$ cat src/logic/frame_timing_pkg.sv
`default_nettype none

package frame_timing_pkg;

	// ----------------------------------------------------------
	// sample domain widths
	// ----------------------------------------------------------

	// sample position inside one frame
	// 10 ms at 491.52 MHz still fits
	typedef logic [22:0] smp_cnt_t;

	// sample position inside one symbol, long cp included
	typedef logic [14:0] symb_len_t;

	// ----------------------------------------------------------
	// running numbers
	// ----------------------------------------------------------

	// symbol inside a slot, 0 to 13
	typedef logic [3:0] symb_num_t;

	// slot inside a frame
	typedef logic [7:0] slot_num_t;

	// free running, wraps at 1024
	typedef logic [9:0] frame_num_t;

	// two per frame
	typedef logic [10:0] half_frame_num_t;

	// sub-slot tick inside a slot
	typedef logic [4:0] tick_num_t;

	// normal cp numerology
	localparam int SYMB_PER_SLOT = 14;

endpackage

`default_nettype wire
$ cat src/logic/slot_timing_if.sv
`timescale 1ns/1ps
`default_nettype none

interface slot_timing_if;

	// one cycle pulses
	logic symb_head;
	logic slot_head;

	// delayed frame start, lines up with the counters restarting
	logic frame_start_q;

	// numbers, valid in the same cycle as the heads
	frame_timing_pkg::symb_num_t symb_num;
	frame_timing_pkg::slot_num_t slot_num;

	// symbol timer side
	modport src (
		output symb_head, slot_head, symb_num, slot_num, frame_start_q
	);

	// sub-slot tick divider only needs the slot restarts
	modport tick (
		input slot_head, frame_start_q
	);

	// output register stage
	modport out (
		input symb_head, slot_head, symb_num, slot_num, frame_start_q
	);

endinterface

`default_nettype wire

$ cat src/logic/frame_timing_gen.sv
`timescale 1ns/1ps
`default_nettype none

module frame_timing_gen #(
	// defaults: 491.52 MHz, 10 ms frame, 125 us slot, 5 us ticks
	parameter int FFT_LEN = 4096,
	parameter int CP_NORMAL = 288,
	parameter int CP_LONG = 544,
	parameter int SLOTS_PER_FRAME = 80,
	parameter int SLOTS_PER_SUBFRAME = 8,
	parameter int TICK_LESS = 2456,
	parameter int TICK_MORE = 2458,
	parameter int TICKS_PER_SLOT = 25
) (
	input wire clk,
	input wire rst,
	input wire frame_timing_pkg::smp_cnt_t i_ref_frame_cnt,
	input wire frame_timing_pkg::smp_cnt_t i_set_frame_pos,
	output wire frame_timing_pkg::half_frame_num_t o_half_frame_num,
	output wire frame_timing_pkg::frame_num_t o_frame_num,
	output wire frame_timing_pkg::slot_num_t o_slot_num,
	output wire frame_timing_pkg::symb_num_t o_symb_num,
	output wire o_half_frame_head,
	output wire o_frame_head,
	output wire o_slot_head,
	output wire o_symb_head,
	output wire frame_timing_pkg::tick_num_t o_tick_num,
	output wire o_tick_vld
);

	// all normal symbols plus the extra cp of two long ones per subframe
	localparam int FRAME_LEN =
		SLOTS_PER_FRAME * frame_timing_pkg::SYMB_PER_SLOT * (FFT_LEN + CP_NORMAL) +
		2 * (SLOTS_PER_FRAME / SLOTS_PER_SUBFRAME) * (CP_LONG - CP_NORMAL);
	localparam int HALF_LEN = FRAME_LEN / 2;

	wire frame_start;
	wire half_start;
	wire tick;
	wire frame_timing_pkg::tick_num_t tick_num;

	slot_timing_if tim_if ();

	// ----------------------------------------------------------
	// alignment to the reference counter
	// ----------------------------------------------------------

	frame_align #(
		.FRAME_LEN (FRAME_LEN),
		.HALF_LEN  (HALF_LEN)
	) u_align (
		.clk           (clk),
		.rst           (rst),
		.i_ref_cnt     (i_ref_frame_cnt),
		.i_frame_pos   (i_set_frame_pos),
		.o_frame_start (frame_start),
		.o_half_start  (half_start)
	);

	// symbols and slots
	symbol_timer #(
		.FFT_LEN            (FFT_LEN),
		.CP_NORMAL          (CP_NORMAL),
		.CP_LONG            (CP_LONG),
		.SLOTS_PER_FRAME    (SLOTS_PER_FRAME),
		.SLOTS_PER_SUBFRAME (SLOTS_PER_SUBFRAME)
	) u_symb (
		.clk           (clk),
		.rst           (rst),
		.i_frame_start (frame_start),
		.o_tim         (tim_if.src)
	);

	// 5 us grid inside each slot
	sub_tick_gen #(
		.TICK_LESS      (TICK_LESS),
		.TICK_MORE      (TICK_MORE),
		.TICKS_PER_SLOT (TICKS_PER_SLOT)
	) u_tick (
		.clk        (clk),
		.rst        (rst),
		.i_tim      (tim_if.tick),
		.o_tick     (tick),
		.o_tick_num (tick_num)
	);

	// ----------------------------------------------------------
	// counters and output register
	// ----------------------------------------------------------

	timing_out_stage u_out (
		.clk               (clk),
		.rst               (rst),
		.i_half_start      (half_start),
		.i_tick            (tick),
		.i_tick_num        (tick_num),
		.i_tim             (tim_if.out),
		.o_half_frame_num  (o_half_frame_num),
		.o_frame_num       (o_frame_num),
		.o_slot_num        (o_slot_num),
		.o_symb_num        (o_symb_num),
		.o_half_frame_head (o_half_frame_head),
		.o_frame_head      (o_frame_head),
		.o_slot_head       (o_slot_head),
		.o_symb_head       (o_symb_head),
		.o_tick_num        (o_tick_num),
		.o_tick_vld        (o_tick_vld)
	);

endmodule

`default_nettype wire

$ cat src/logic/timing_out_stage.sv
`timescale 1ns/1ps
`default_nettype none

module timing_out_stage (
	input wire clk,
	input wire rst,
	input wire i_half_start,
	input wire i_tick,
	input wire frame_timing_pkg::tick_num_t i_tick_num,
	slot_timing_if.out i_tim,
	output frame_timing_pkg::half_frame_num_t o_half_frame_num,
	output frame_timing_pkg::frame_num_t o_frame_num,
	output frame_timing_pkg::slot_num_t o_slot_num,
	output frame_timing_pkg::symb_num_t o_symb_num,
	output logic o_half_frame_head,
	output logic o_frame_head,
	output logic o_slot_head,
	output logic o_symb_head,
	output frame_timing_pkg::tick_num_t o_tick_num,
	output logic o_tick_vld
);

	logic half_q;
	frame_timing_pkg::frame_num_t frame_cnt;
	frame_timing_pkg::frame_num_t frame_nxt;
	frame_timing_pkg::half_frame_num_t half_cnt;
	frame_timing_pkg::half_frame_num_t half_nxt;

	// half start delayed to line up with frame_start_q
	always_ff @(posedge clk)
	begin
		if (rst)
			half_q <= 1'b0;
		else
			half_q <= i_half_start;
	end

	// ----------------------------------------------------------
	// frame and half-frame counters
	// ----------------------------------------------------------

	// next value goes to the output so number and head match
	assign frame_nxt = i_tim.frame_start_q ?
		frame_cnt + frame_timing_pkg::frame_num_t'(1) : frame_cnt;
	assign half_nxt = half_q ?
		half_cnt + frame_timing_pkg::half_frame_num_t'(1) : half_cnt;

	// all ones after reset so the first start reads 0
	always_ff @(posedge clk)
	begin
		if (rst)
		begin
			frame_cnt <= '1;
			half_cnt <= '1;
		end
		else
		begin
			frame_cnt <= frame_nxt;
			half_cnt <= half_nxt;
		end
	end

	// ----------------------------------------------------------
	// output register
	// ----------------------------------------------------------

	always_ff @(posedge clk)
	begin
		if (rst)
		begin
			o_half_frame_head <= 1'b0;
			o_frame_head <= 1'b0;
			o_slot_head <= 1'b0;
			o_symb_head <= 1'b0;
			o_tick_vld <= 1'b0;
		end
		else
		begin
			o_half_frame_head <= half_q;
			o_frame_head <= i_tim.frame_start_q;
			// frame start restarts slot and symbol too
			o_slot_head <= i_tim.slot_head | i_tim.frame_start_q;
			o_symb_head <= i_tim.symb_head | i_tim.frame_start_q;
			o_tick_vld <= i_tick;
		end
	end

	// numbers registered alongside their heads
	always_ff @(posedge clk)
	begin
		o_half_frame_num <= half_nxt;
		o_frame_num <= frame_nxt;
		o_slot_num <= i_tim.slot_num;
		o_symb_num <= i_tim.symb_num;
		o_tick_num <= i_tick_num;
	end

endmodule

`default_nettype wire

$ cat src/logic/sub_tick_gen.sv
`timescale 1ns/1ps
`default_nettype none

module sub_tick_gen #(
	parameter int TICK_LESS = 2456,
	parameter int TICK_MORE = 2458,
	parameter int TICKS_PER_SLOT = 25
) (
	input wire clk,
	input wire rst,
	slot_timing_if.tick i_tim,
	output logic o_tick,
	output frame_timing_pkg::tick_num_t o_tick_num
);

	// one short period then four long ones
	localparam int PHASES = 5;
	localparam frame_timing_pkg::tick_num_t LAST_TICK =
		frame_timing_pkg::tick_num_t'(TICKS_PER_SLOT - 1);

	logic active;
	logic slot_start;
	logic counting;
	logic per_done;
	logic [2:0] phase;
	frame_timing_pkg::symb_len_t per_cnt;
	frame_timing_pkg::symb_len_t per_len;

	// a frame restart is a slot start too
	assign slot_start = i_tim.slot_head | i_tim.frame_start_q;

	// stop after the last tick of the slot
	assign counting = active && (o_tick_num != LAST_TICK);

	assign per_len = (phase == '0) ?
		frame_timing_pkg::symb_len_t'(TICK_LESS) :
		frame_timing_pkg::symb_len_t'(TICK_MORE);
	assign per_done = counting && (per_cnt == per_len);

	// ----------------------------------------------------------
	// fractional divider
	// ----------------------------------------------------------

	always_ff @(posedge clk)
	begin
		if (rst)
			active <= 1'b0;
		else if (slot_start)
			active <= 1'b1;
	end

	// period counter, cycle of the tick counts as 1
	always_ff @(posedge clk)
	begin
		if (rst)
			per_cnt <= '0;
		else if (slot_start || per_done)
			per_cnt <= frame_timing_pkg::symb_len_t'(1);
		else if (counting)
			per_cnt <= per_cnt + frame_timing_pkg::symb_len_t'(1);
	end

	// 5-phase cycle index picks the period length
	always_ff @(posedge clk)
	begin
		if (rst || slot_start)
			phase <= '0;
		else if (per_done)
			phase <= (phase == 3'(PHASES - 1)) ? '0 : phase + 3'd1;
	end

	// ----------------------------------------------------------
	// tick pulse and index
	// ----------------------------------------------------------

	always_ff @(posedge clk)
	begin
		if (rst)
		begin
			o_tick <= 1'b0;
			o_tick_num <= '0;
		end
		else
		begin
			o_tick <= slot_start || per_done;
			if (slot_start)
				o_tick_num <= '0;
			else if (per_done)
				o_tick_num <= o_tick_num + frame_timing_pkg::tick_num_t'(1);
		end
	end

	a_tick_range : assert property (
		@(posedge clk) disable iff (rst) o_tick_num <= LAST_TICK
	);

endmodule

`default_nettype wire

$ cat src/logic/symbol_timer.sv
`timescale 1ns/1ps
`default_nettype none

module symbol_timer #(
	parameter int FFT_LEN = 4096,
	parameter int CP_NORMAL = 288,
	parameter int CP_LONG = 544,
	parameter int SLOTS_PER_FRAME = 80,
	parameter int SLOTS_PER_SUBFRAME = 8
) (
	input wire clk,
	input wire rst,
	input wire i_frame_start,
	slot_timing_if.src o_tim
);

	// symbols in one subframe, two of them carry the long cp
	localparam int SF_SYMBS = SLOTS_PER_SUBFRAME * frame_timing_pkg::SYMB_PER_SLOT;
	localparam int SF_W = $clog2(SF_SYMBS);

	localparam frame_timing_pkg::symb_len_t LEN_NORMAL =
		frame_timing_pkg::symb_len_t'(FFT_LEN + CP_NORMAL);
	localparam frame_timing_pkg::symb_len_t LEN_LONG =
		frame_timing_pkg::symb_len_t'(FFT_LEN + CP_LONG);
	localparam frame_timing_pkg::symb_num_t LAST_SYMB =
		frame_timing_pkg::symb_num_t'(frame_timing_pkg::SYMB_PER_SLOT - 1);
	localparam frame_timing_pkg::slot_num_t LAST_SLOT =
		frame_timing_pkg::slot_num_t'(SLOTS_PER_FRAME - 1);

	logic running;
	logic [SF_W-1:0] sf_symb;
	frame_timing_pkg::symb_len_t symb_cnt;
	frame_timing_pkg::symb_len_t symb_len;
	frame_timing_pkg::symb_num_t symb_num;
	frame_timing_pkg::slot_num_t slot_num;
	logic symb_end;
	logic slot_end;
	logic symb_head;
	logic slot_head;
	logic frame_start_q;

	// long cp on symbol 0 and the middle symbol of each subframe
	assign symb_len = ((sf_symb == '0) || (sf_symb == SF_W'(SF_SYMBS / 2))) ?
		LEN_LONG : LEN_NORMAL;

	// last sample of the current symbol / slot
	assign symb_end = running && (symb_cnt == symb_len);
	assign slot_end = symb_end && (symb_num == LAST_SYMB);

	// ----------------------------------------------------------
	// sample counter
	// ----------------------------------------------------------

	// nothing runs before the first frame start
	always_ff @(posedge clk)
	begin
		if (rst)
			running <= 1'b0;
		else if (i_frame_start)
			running <= 1'b1;
	end

	// samples numbered 1..len, so a restart lands on sample 1
	always_ff @(posedge clk)
	begin
		if (rst)
			symb_cnt <= '0;
		else if (i_frame_start || symb_end)
			symb_cnt <= frame_timing_pkg::symb_len_t'(1);
		else if (running)
			symb_cnt <= symb_cnt + frame_timing_pkg::symb_len_t'(1);
	end

	// symbol index inside the subframe, only drives cp choice
	always_ff @(posedge clk)
	begin
		if (rst || i_frame_start)
			sf_symb <= '0;
		else if (symb_end)
			sf_symb <= (sf_symb == SF_W'(SF_SYMBS - 1)) ? '0 : sf_symb + SF_W'(1);
	end

	// ----------------------------------------------------------
	// symbol and slot numbering
	// ----------------------------------------------------------

	always_ff @(posedge clk)
	begin
		if (rst || i_frame_start)
		begin
			symb_num <= '0;
			slot_num <= '0;
		end
		else if (symb_end)
		begin
			symb_num <= slot_end ? '0 : symb_num + frame_timing_pkg::symb_num_t'(1);
			if (slot_end)
				slot_num <= (slot_num == LAST_SLOT) ? '0 :
					slot_num + frame_timing_pkg::slot_num_t'(1);
		end
	end

	// heads land on sample 1, same cycle as the new numbers
	// frame start wins, it is signalled through frame_start_q
	always_ff @(posedge clk)
	begin
		if (rst)
		begin
			symb_head <= 1'b0;
			slot_head <= 1'b0;
			frame_start_q <= 1'b0;
		end
		else
		begin
			symb_head <= symb_end && !i_frame_start;
			slot_head <= slot_end && !i_frame_start;
			frame_start_q <= i_frame_start;
		end
	end

	assign o_tim.symb_head = symb_head;
	assign o_tim.slot_head = slot_head;
	assign o_tim.symb_num = symb_num;
	assign o_tim.slot_num = slot_num;
	assign o_tim.frame_start_q = frame_start_q;

	a_symb_range : assert property (
		@(posedge clk) disable iff (rst) int'(symb_num) < frame_timing_pkg::SYMB_PER_SLOT
	);

	a_slot_range : assert property (
		@(posedge clk) disable iff (rst) int'(slot_num) < SLOTS_PER_FRAME
	);

endmodule

`default_nettype wire

$ cat src/logic/frame_align.sv
`timescale 1ns/1ps
`default_nettype none

module frame_align #(
	parameter int FRAME_LEN = 4915200,
	parameter int HALF_LEN = 2457600
) (
	input wire clk,
	input wire rst,
	input wire frame_timing_pkg::smp_cnt_t i_ref_cnt,
	input wire frame_timing_pkg::smp_cnt_t i_frame_pos,
	output logic o_frame_start,
	output logic o_half_start
);

	// one extra bit so the mid-frame sum cannot overflow
	localparam int SUM_W = $bits(frame_timing_pkg::smp_cnt_t) + 1;

	frame_timing_pkg::smp_cnt_t ref_q;
	frame_timing_pkg::smp_cnt_t ref_prev;
	frame_timing_pkg::smp_cnt_t mid_pos;
	logic [SUM_W-1:0] mid_sum;
	logic ref_step;
	logic hit_frame;
	logic hit_mid;

	// ----------------------------------------------------------
	// reference sampling
	// ----------------------------------------------------------

	// ref_q holds the sampled value and ref_prev the one before
	always_ff @(posedge clk)
	begin
		ref_q <= i_ref_cnt;
		ref_prev <= ref_q;
	end

	// only act when the reference steps
	assign ref_step = (ref_q != ref_prev);

	// mid-frame position wrapped into the frame
	assign mid_sum = SUM_W'(i_frame_pos) + SUM_W'(HALF_LEN);
	assign mid_pos = (mid_sum >= SUM_W'(FRAME_LEN)) ?
		frame_timing_pkg::smp_cnt_t'(mid_sum - SUM_W'(FRAME_LEN)) :
		frame_timing_pkg::smp_cnt_t'(mid_sum);

	assign hit_frame = ref_step && (ref_q == i_frame_pos);
	assign hit_mid = ref_step && (ref_q == mid_pos);

	// ----------------------------------------------------------
	// start pulses
	// ----------------------------------------------------------

	always_ff @(posedge clk)
	begin
		if (rst)
		begin
			o_frame_start <= 1'b0;
			o_half_start <= 1'b0;
		end
		else
		begin
			o_frame_start <= hit_frame;
			// a frame start is also the first half
			o_half_start <= hit_frame || hit_mid;
		end
	end

	// set position outside the frame never meets the reference
	a_pos_in_frame : assert property (
		@(posedge clk) disable iff (rst) int'(i_frame_pos) < FRAME_LEN
	);

endmodule

`default_nettype wire

$ cat config.mk
export PLATFORM = sky130hd
export DESIGN_NAME = frame_timing_gen
export DESIGN_NICKNAME = d
export VERILOG_FILES = /design/src/logic/frame_timing_pkg.sv /design/src/logic/slot_timing_if.sv /design/src/logic/frame_timing_gen.sv /design/src/logic/timing_out_stage.sv /design/src/logic/sub_tick_gen.sv /design/src/logic/symbol_timer.sv /design/src/logic/frame_align.sv
export SDC_FILE = /design/constraint.sdc
export NUM_CORES = 1
export LEC_CHECK = 0
export ABC_CLOCK_PERIOD_IN_PS = 3300
export BUFFER_PORTS_ARGS = -buffer_cell sky130_fd_sc_hd__buf_2
export CAP_MARGIN = 30
export CORE_AREA = 2 2 114 116
export DETAILED_ROUTE_END_ITERATION = 16
export DIE_AREA = 0 0 116 118
export GPL_TIMING_DRIVEN = 0
export PLACE_DENSITY = 0.76
export SKIP_LAST_GASP = 1
export SLEW_MARGIN = 5
export SYNTH_ARGS = -nofsm -noshare
export SYNTH_HDL_FRONTEND = slang
export SYNTH_SLANG_ARGS = --single-unit
$ cat constraint.sdc
create_clock -name clk -period 3.3 [get_ports clk]
set_clock_uncertainty 0.05 [all_clocks]
set_input_delay 0.66 -clock clk [delete_from_list [all_inputs] [get_ports clk]]
set_output_delay 0.66 -clock clk [all_outputs]
set_load 0.02 [all_outputs]
==> metrics.json, run 1 <==
{
  "status": {
    "outcome": "finished clean"
  },
  "worst_setup_path": {
    "critical_path_start_type": "input pin",
    "regToRegEndpoint": "u_tick.per_cnt[9]",
    "critical_path_peak_fanout": 5,
    "ff_to_ff_start": "u_tick.o_tick_num[0]",
    "worstSetupEndpointType": "register",
    "r2r_setup_slack_ps": 790,
    "critical_path_class": "in2reg",
    "cp_slowest_cell": "sky130_fd_sc_hd__or4_1",
    "required_time_of_the_worst_setup_path_ps": 3590,
    "critical_path_start": "i_set_frame_pos[15]",
    "slowest_delay_ps": 560,
    "worst_setup_path_endpoint": "u_align.o_half_start",
    "timing.critical_path.cells": "buf_2 > inv_1 > ha_1 > xor2_1 > inv_1 > ha_1 > or4_1 > a41oi_2 > a311oi_2 > xnor2_1 > nor4b_2 > a211oi_1 > o31ai_1",
    "worstPathArrival_ps": 3350,
    "r2r.worst_path.cells": 10
  },
  "timing": {
    "min_period_over_period": 0.927,
    "post-route-worst-setup-slack_ps": 240,
    "maxSlewViolCount": 0,
    "slew-limit-headroom": 0.636,
    "grt_setup_unrepaired": "false",
    "period_needed_ps": 3060,
    "worst-slew-pin-transition_ps": 532,
    "totalNegativeSetupSlack_ps": 0,
    "timing.final.setup_violations": 0,
    "max_freq_mhz": 327,
    "finalHoldViolations": 0,
    "fin_worst_hold_slack_ps": 279
  },
  "power": {
    "total_switching_power_mw": 0.950,
    "logic_pwr_share": 0.050,
    "power.share.switching": 0.217,
    "power.internal_mw": 3.42,
    "power.static_leakage_nw": 3.13,
    "peak_ir_drop_on_the_vdd_network_mv": 0.348,
    "power_density_mw_per_mm2": 548,
    "finalPower_mw": 4.37,
    "seq_power_share": 0.499,
    "p_clk_frac": 0.451
  },
  "routing": {
    "drt_pass1_iterations": 11,
    "wl_mm": 12.5,
    "drcViolationCount": 0,
    "detail_route.wl_per_cell_um": 13.1,
    "route.antenna.remaining_nets": 0,
    "viasPerCell": 5.13,
    "vias": 4910,
    "drt-initial-drc-count": 334
  },
  "logic_synthesis": {
    "syn_area_per_cell_um2": 10.1,
    "syn_inst": 666,
    "synth_enable_flop_cells": 0,
    "ys_async_sr_fraction": 0,
    "synth_area_mm2": 0.00672,
    "synth_seq_cells": 176,
    "netlist-cell-type-count": 57,
    "yosysSeqAreaShare": 0.524,
    "synth-warning-count": 0,
    "post_synth_net_total": 730,
    "synth_top_flop_cell": "sky130_fd_sc_hd__dfxtp_1"
  },
  "global_route": {
    "grt_pass1_wl_mm": 21.6,
    "number_of_antenna_violations_at_the_first_check_in_global_routing": 0,
    "grt-ovfl-total": 0,
    "first_global_vias": 4905,
    "grt_max_degree": 17,
    "groute.usage.overall": 0.195
  },
  "clock_tree": {
    "cts-resized-gates": 0,
    "cts.path.max_buffers": 2,
    "root_buffer": "sky130_fd_sc_hd__clkbuf_16",
    "clk_latency_ps": 430,
    "clkTransAtPathRegs_ps": 70,
    "cts_setup_buffers": 0,
    "cts.sink_count": 176,
    "hold_buf_cts": 0,
    "cts_tree": "done",
    "cts_made_buffers": 17,
    "cts-htree-levels": 4
  },
  "die": {
    "io_pins": 91,
    "floorplan.core_area_mm2": 0.0124,
    "die_h_um": 118,
    "floorplan.die_area_mm2": 0.0137,
    "dieWidth_um": 116,
    "rows": 41,
    "initial_cell_density_of_the_core": 0.542
  },
  "placement": {
    "routability_driven_placement_congestion_ratio": 0.895,
    "placedInstanceArea_mm2": 0.00738,
    "place.detailed.hpwl_mm": 9.31,
    "post-place-ws_ps": -130,
    "place_inst": 926,
    "port_buffers": 88
  },
  "finish": {
    "post-route-util": 0.642,
    "fillCellCount": 998,
    "nNetsFinal": 837,
    "antenna_cells_inserted": 0,
    "finish.cell_count_without_fillers": 958,
    "layout_cells_sized_above_1": 0.214,
    "final_cell_area_mm2": 0.00797,
    "area_growth_syn_to_layout_pct": 18.5
  },
  "flow_run": {
    "maxCapViolCount": 0
  },
  "min_path": {
    "hold_path.class": "in2reg"
  }
}
## cells in the mapped netlist, drive strengths merged, types with 10 or more instances
cell	instances	area (um2)
nor3	15	86.3
nand3	20	100
ha	16	200
or2	22	138
a21oi	21	109
nor2	73	277
nand4	25	156
o21ai	18	116
xnor2	58	508
nor4	10	62.6
xor2	60	526
inv	18	67.6
dfxtp	176	3520
buf	10	48.8
and3	12	75.1
nand2	40	150
## layout by cell type (no fill, tap or decap), drive strengths merged, types with 3 or more instances in the layout
master	synthesis	layout
nor4b	6	6
nor3	15	15
clkinvlp	0	3
xnor2	58	58
nand2b	4	4
xor2	60	60
a21oi	21	21
nor4	10	10
clkbuf	7	28
inv	18	21
nand2	40	40
o211ai	3	3
o21ai	18	18
nand4	25	25
dfxtp	176	176
mux2i	5	5
buf	10	98
and2	3	3
nor2b	8	8
clkinv	0	3
and3	12	12
or2	22	22
mux2	3	3
nor2	73	73
nand3	20	20
or3	9	9
ha	16	16
## layer usage
| layer | track usage | wire length [um] | vias up |
|---|---|---|---|
| met5 | 0 | 0 | - |
| met4 | 0.0818 | 247 | 0 |
| met3 | 0.0582 | 714 | 31 |
| met2 | 0.326 | 6220 | 154 |
| met1 | 0.231 | 5360 | 2255 |
| li1 | - | - | 2470 |
## how the worst min path moves through the flow
stage                                   from             endpoint  cells past startpoint
floorplan           u_symb.o_tim.slot_num[7]  u_out.o_slot_num[7]                      0
detailed placement  u_symb.o_tim.slot_num[7]  u_out.o_slot_num[7]                      0
global route              i_ref_frame_cnt[6]     u_align.ref_q[6]                      1
finish                   i_ref_frame_cnt[15]    u_align.ref_q[15]                      1
CTS                      i_ref_frame_cnt[15]    u_align.ref_q[15]                      1
global placement        u_tick.o_tick_num[4]  u_out.o_tick_num[4]                      0
## cells by family (layout without fill, tap and decap cells)
logic type	count (synthesis)	in the layout	synth area share
adder cells (fa/ha/maj)	16	16	0.0298
XOR/XNOR	118	118	0.154
flip-flops	176	176	0.524
AND/OR/NAND/NOR	258	258	0.203
AO/OA/AOI/OAI	55	55	0.0558
multiplexers	8	8	0.0125
buffers and inverters	35	155	0.0212
## state kept, by name, summed over array words and instances, names as in the netlist, 3 cells and up
signal	flops
u_symb.o_tim.symb_num	4
u_out.o_frame_num	10
u_out.o_tick_num	5
u_out.o_half_frame_num	11
u_tick.phase	3
u_tick.o_tick_num	5
u_out.o_symb_num	4
u_out.half_cnt	11
u_tick.per_cnt	15
u_out.frame_cnt	10
u_align.ref_q	23
u_symb.symb_cnt	15
u_symb.o_tim.slot_num	8
u_symb.sf_symb	7
u_align.ref_prev	23
u_out.o_slot_num	8
## layout make-up
class                      count  area (um2)  share of cell area
buffer                        17        75.1             0.00942
clock buffer                  21         460              0.0578
clock inverter                11         130              0.0163
inverter                      18        67.6             0.00848
multi-input combinational    455        3060               0.384
sequential                   176        3520               0.442
tap                          172         215              0.0270
timing repair buffer          88         440              0.0553
## power groups by stage
stage / combinational [mW] / sequential [mW] / clock (mW)
floorplan: 0.150 / 2.22 / 0
global placement: 0.206 / 2.23 / 0
detailed placement: 0.215 / 2.23 / 0
CTS: 0.217 / 2.18 / 2.01
global route: 0.240 / 2.18 / 2.11
finish: 0.219 / 2.18 / 1.97
## critical path: cells and delay by family
| kind | cells | cell delay, ps |
|---|---|---|
| AOI/OAI and AO/OA | 4 | 660 |
| adders and majority gates | 2 | 500 |
| and+or+nand+nor | 2 | 800 |
| xor gates and xnor gates | 2 | 440 |
| buffers and inverters | 3 | 270 |
Power figures use the tool's default switching activity.
==> inputs of run 2 (changes only) <==
Settings changed: ABC_CLOCK_PERIOD_IN_PS 3300 to 3900, CORE_AREA 2 2 114 116 to 2 2 137 139, DIE_AREA 0 0 116 118 to 0 0 139 141, PLACE_DENSITY 0.76 to not set, RECOVER_POWER set to 50.
Clock period 3.3 ns to 3.9 ns, I/O delays scaled along.
==> metrics.json, run 2 (synthesized netlist as in run 1, its figures left out) <==
{
  "worst_setup_path": {
    "timing.critical_path.cells": "buf_2 > inv_1 > ha_1 > xor2_1 > inv_1 > ha_1 > or4_1 > a41oi_2 > a311oi_2 > xnor2_1 > nor4b_2 > a211oi_1 > o31ai_1",
    "critical-path-top-delay-family": "simple AND/OR/NAND/NOR gates",
    "path_buf_inv": {"value": 3, "change": "unchanged"},
    "critical_path_class": "in2reg",
    "slowest_delay": {"value": 560, "unit": "ps", "change": "about the same"},
    "required_time_of_the_worst_setup_path": {"value": 4180, "unit": "ps", "change": "+590 ps"},
    "cp_slowest_cell": "sky130_fd_sc_hd__or4_1",
    "worstSetupEndpointType": "register",
    "critical_path_start_type": "input pin",
    "worstPathArrival": {"value": 3400, "unit": "ps", "change": "+50 ps"},
    "critical_path_peak_fanout": {"value": 5, "change": "unchanged"}
  },
  "clock_tree": {
    "cts.sink_count": {"value": 176, "change": "unchanged"},
    "clk_latency": {"value": 420, "unit": "ps", "change": "about the same"},
    "cts-resized-gates": {"value": 0, "change": "unchanged"},
    "cts_setup_buffers": {"value": 0, "change": "unchanged"},
    "clkTransAtPathRegs": {"value": 70, "unit": "ps", "change": "about the same"},
    "root_buffer": "sky130_fd_sc_hd__clkbuf_16",
    "cts.path.max_buffers": {"value": 2, "change": "unchanged"},
    "hold_buf_cts": {"value": 0, "change": "unchanged"},
    "cts-htree-levels": {"value": 4, "change": "unchanged"},
    "cts_made_buffers": {"value": 17, "change": "unchanged"},
    "cts_tree": "done"
  },
  "routing": {
    "viasPerCell": {"value": 4.60, "change": "-10%"},
    "drcViolationCount": {"value": 0, "change": "unchanged"},
    "drt_pass1_iterations": {"value": 4, "change": "-7"},
    "detail_route.wl_per_cell": {"value": 12.0, "unit": "um", "change": "-8.5%"},
    "vias": {"value": 4693, "change": "-4.4%"},
    "route.antenna.remaining_nets": {"value": 0, "change": "unchanged"},
    "drt-initial-drc-count": {"value": 164, "change": "-51%"},
    "wl": {"value": 12.2, "unit": "mm", "change": "-2.5%"}
  },
  "timing": {
    "finalHoldViolations": {"value": 0, "change": "unchanged"},
    "period_needed_ps": 3120,
    "max_freq_mhz": 320,
    "totalNegativeSetupSlack": {"value": 0, "unit": "ps", "change": "unchanged"},
    "min_period_over_period": 0.800,
    "maxSlewViolCount": {"value": 0, "change": "unchanged"},
    "timing.final.setup_violations": {"value": 0, "change": "unchanged"},
    "fin_worst_hold_slack": {"value": 333, "unit": "ps", "change": "+54.1 ps"},
    "worst-slew-pin-transition": {"value": 620, "unit": "ps", "change": "+88.4 ps"},
    "grt_setup_unrepaired": "false",
    "slew-limit-headroom": {"value": 0.587, "change": "-0.0498"}
  },
  "finish": {
    "layout.cells.most_common_list": "sky130_fd_sc_hd__dfxtp_1, sky130_fd_sc_hd__buf_2, sky130_fd_sc_hd__nor2_1, sky130_fd_sc_hd__xor2_1, sky130_fd_sc_hd__xnor2_1",
    "commonest_non_fill_non_tap_cell_in_the_layout": "sky130_fd_sc_hd__dfxtp_1",
    "antenna_cells_inserted": {"value": 0, "change": "unchanged"},
    "final_cell_area": {"value": 0.00808, "unit": "mm2", "change": "+1.3%"},
    "reg_top3": "u_align.ref_prev x23, u_align.ref_q x23",
    "area_growth_syn_to_layout_pct": 20.1,
    "layout_cells_sized_above_1": {"value": 0.214, "change": "unchanged"},
    "nNetsFinal": {"value": 837, "change": "unchanged"}
  },
  "power": {
    "total_switching_power": {"value": 0.877, "unit": "mW", "change": "-7.7%"},
    "p_clk_frac": {"value": 0.466, "change": "+0.015"},
    "seq_power_share": {"value": 0.486, "change": "-0.013"},
    "power.share.switching": {"value": 0.231, "change": "+0.0139"},
    "power.internal": {"value": 2.91, "unit": "mW", "change": "-15%"},
    "power.static_leakage": {"value": 3.15, "unit": "nW", "change": "+0.59%"},
    "peak_ir_drop_on_the_vdd_network": {"value": 0.284, "unit": "mV", "change": "-18%"},
    "logic_pwr_share": {"value": 0.048, "change": "-0.002"},
    "power_density": {"value": 469, "unit": "mW/mm2", "change": "-14%"}
  },
  "global_route": {
    "grt_pass1_wl": {"value": 20.7, "unit": "mm", "change": "-4.4%"},
    "grt_max_degree": {"value": 18, "change": "+1"},
    "grt.busiest_layer": "met2",
    "met3_usage": {"value": 0.0370, "change": "-0.0212"},
    "grtUsageMet2": {"value": 0.200, "change": "-0.127"},
    "number_of_antenna_violations_at_the_first_check_in_global_routing": {"value": 0, "change": "unchanged"},
    "grt-ovfl-total": {"value": 0, "change": "unchanged"},
    "groute.usage.overall": {"value": 0.129, "change": "-0.0664"},
    "groute.layer.met1.usage": {"value": 0.170, "change": "-0.0603"},
    "first_global_vias": {"value": 4417, "change": "-9.9%"}
  },
  "placement": {
    "placedInstanceArea": {"value": 0.00746, "unit": "mm2", "change": "+1.1%"},
    "port_buffers": {"value": 88, "change": "unchanged"},
    "routability_driven_placement_congestion_ratio": {"value": 0.803, "change": "-10%"},
    "place.detailed.hpwl": {"value": 8.88, "unit": "mm", "change": "-4.6%"}
  },
  "die": {
    "die_h": {"value": 141, "unit": "um", "change": "+19%"},
    "dieWidth": {"value": 139, "unit": "um", "change": "+20%"},
    "rows": {"value": 50, "change": "+22%"},
    "floorplan.core_area": {"value": 0.0183, "unit": "mm2", "change": "+47%"},
    "io_pins": {"value": 91, "change": "unchanged"},
    "initial_cell_density_of_the_core": {"value": 0.368, "change": "-0.174"},
    "floorplan.die_area": {"value": 0.0196, "unit": "mm2", "change": "+43%"}
  },
  "flow_run": {
    "maxCapViolCount": {"value": 0, "change": "unchanged"}
  },
  "status": {
    "outcome": "finished clean"
  },
  "min_path": {
    "hold_path.class": "reg2reg"
  }
}
## run 2: area by class of cell
type | count | area [um2]
fillers | 1790 | 10200
inverters | 18 | 67.6
well taps | 234 | 293
clock inverters | 13 | 168
flip-flops and latches | 176 | 3520
clock buffers | 19 | 453
repair buffers | 88 | 439
plain buffers | 17 | 75.1
multi-input cells | 455 | 3060
## run 2: per-layer routing
metal / share of wire / vias up
met1: 0.50 / 2109
met4: 0.013 / 0
li1: - / 2469
met5: 0 / -
met3: 0.052 / 15
met2: 0.44 / 100
## run 2: stage by stage
stage	total power [mW]	utilization	instances	worst slack [ps]
6_report	3.79	0.442	1020	778
5_1_grt	3.94	0.442	1020	599
4_1_cts	3.83	0.442	1020	813
3_5_place_dp	2.06	0.408	988	377
3_3_place_gp	2.07	0.408	988	396
2_1_floorplan	2.01	-	666	745
## run 2: power groups by stage
stage	combinational [mW]	sequential, mW	clock [mW]
2_1_floorplan	0.127	1.88	0
5_1_grt	0.200	1.84	1.89
4_1_cts	0.181	1.84	1.81
3_5_place_dp	0.180	1.88	0
6_report	0.180	1.84	1.77
3_3_place_gp	0.182	1.88	0
## run 2: worst paths after layout
path                              from                    to  slack [ps]  cells after the start
setup / recovery   i_set_frame_pos[15]  u_align.o_half_start         780                     13
hold / removal    u_tick.o_tick_num[4]   u_out.o_tick_num[4]         330                      0
setup reg to reg  u_tick.o_tick_num[0]    u_tick.per_cnt[11]        1400                     10
hold reg to reg   u_tick.o_tick_num[4]   u_out.o_tick_num[4]         330                      0
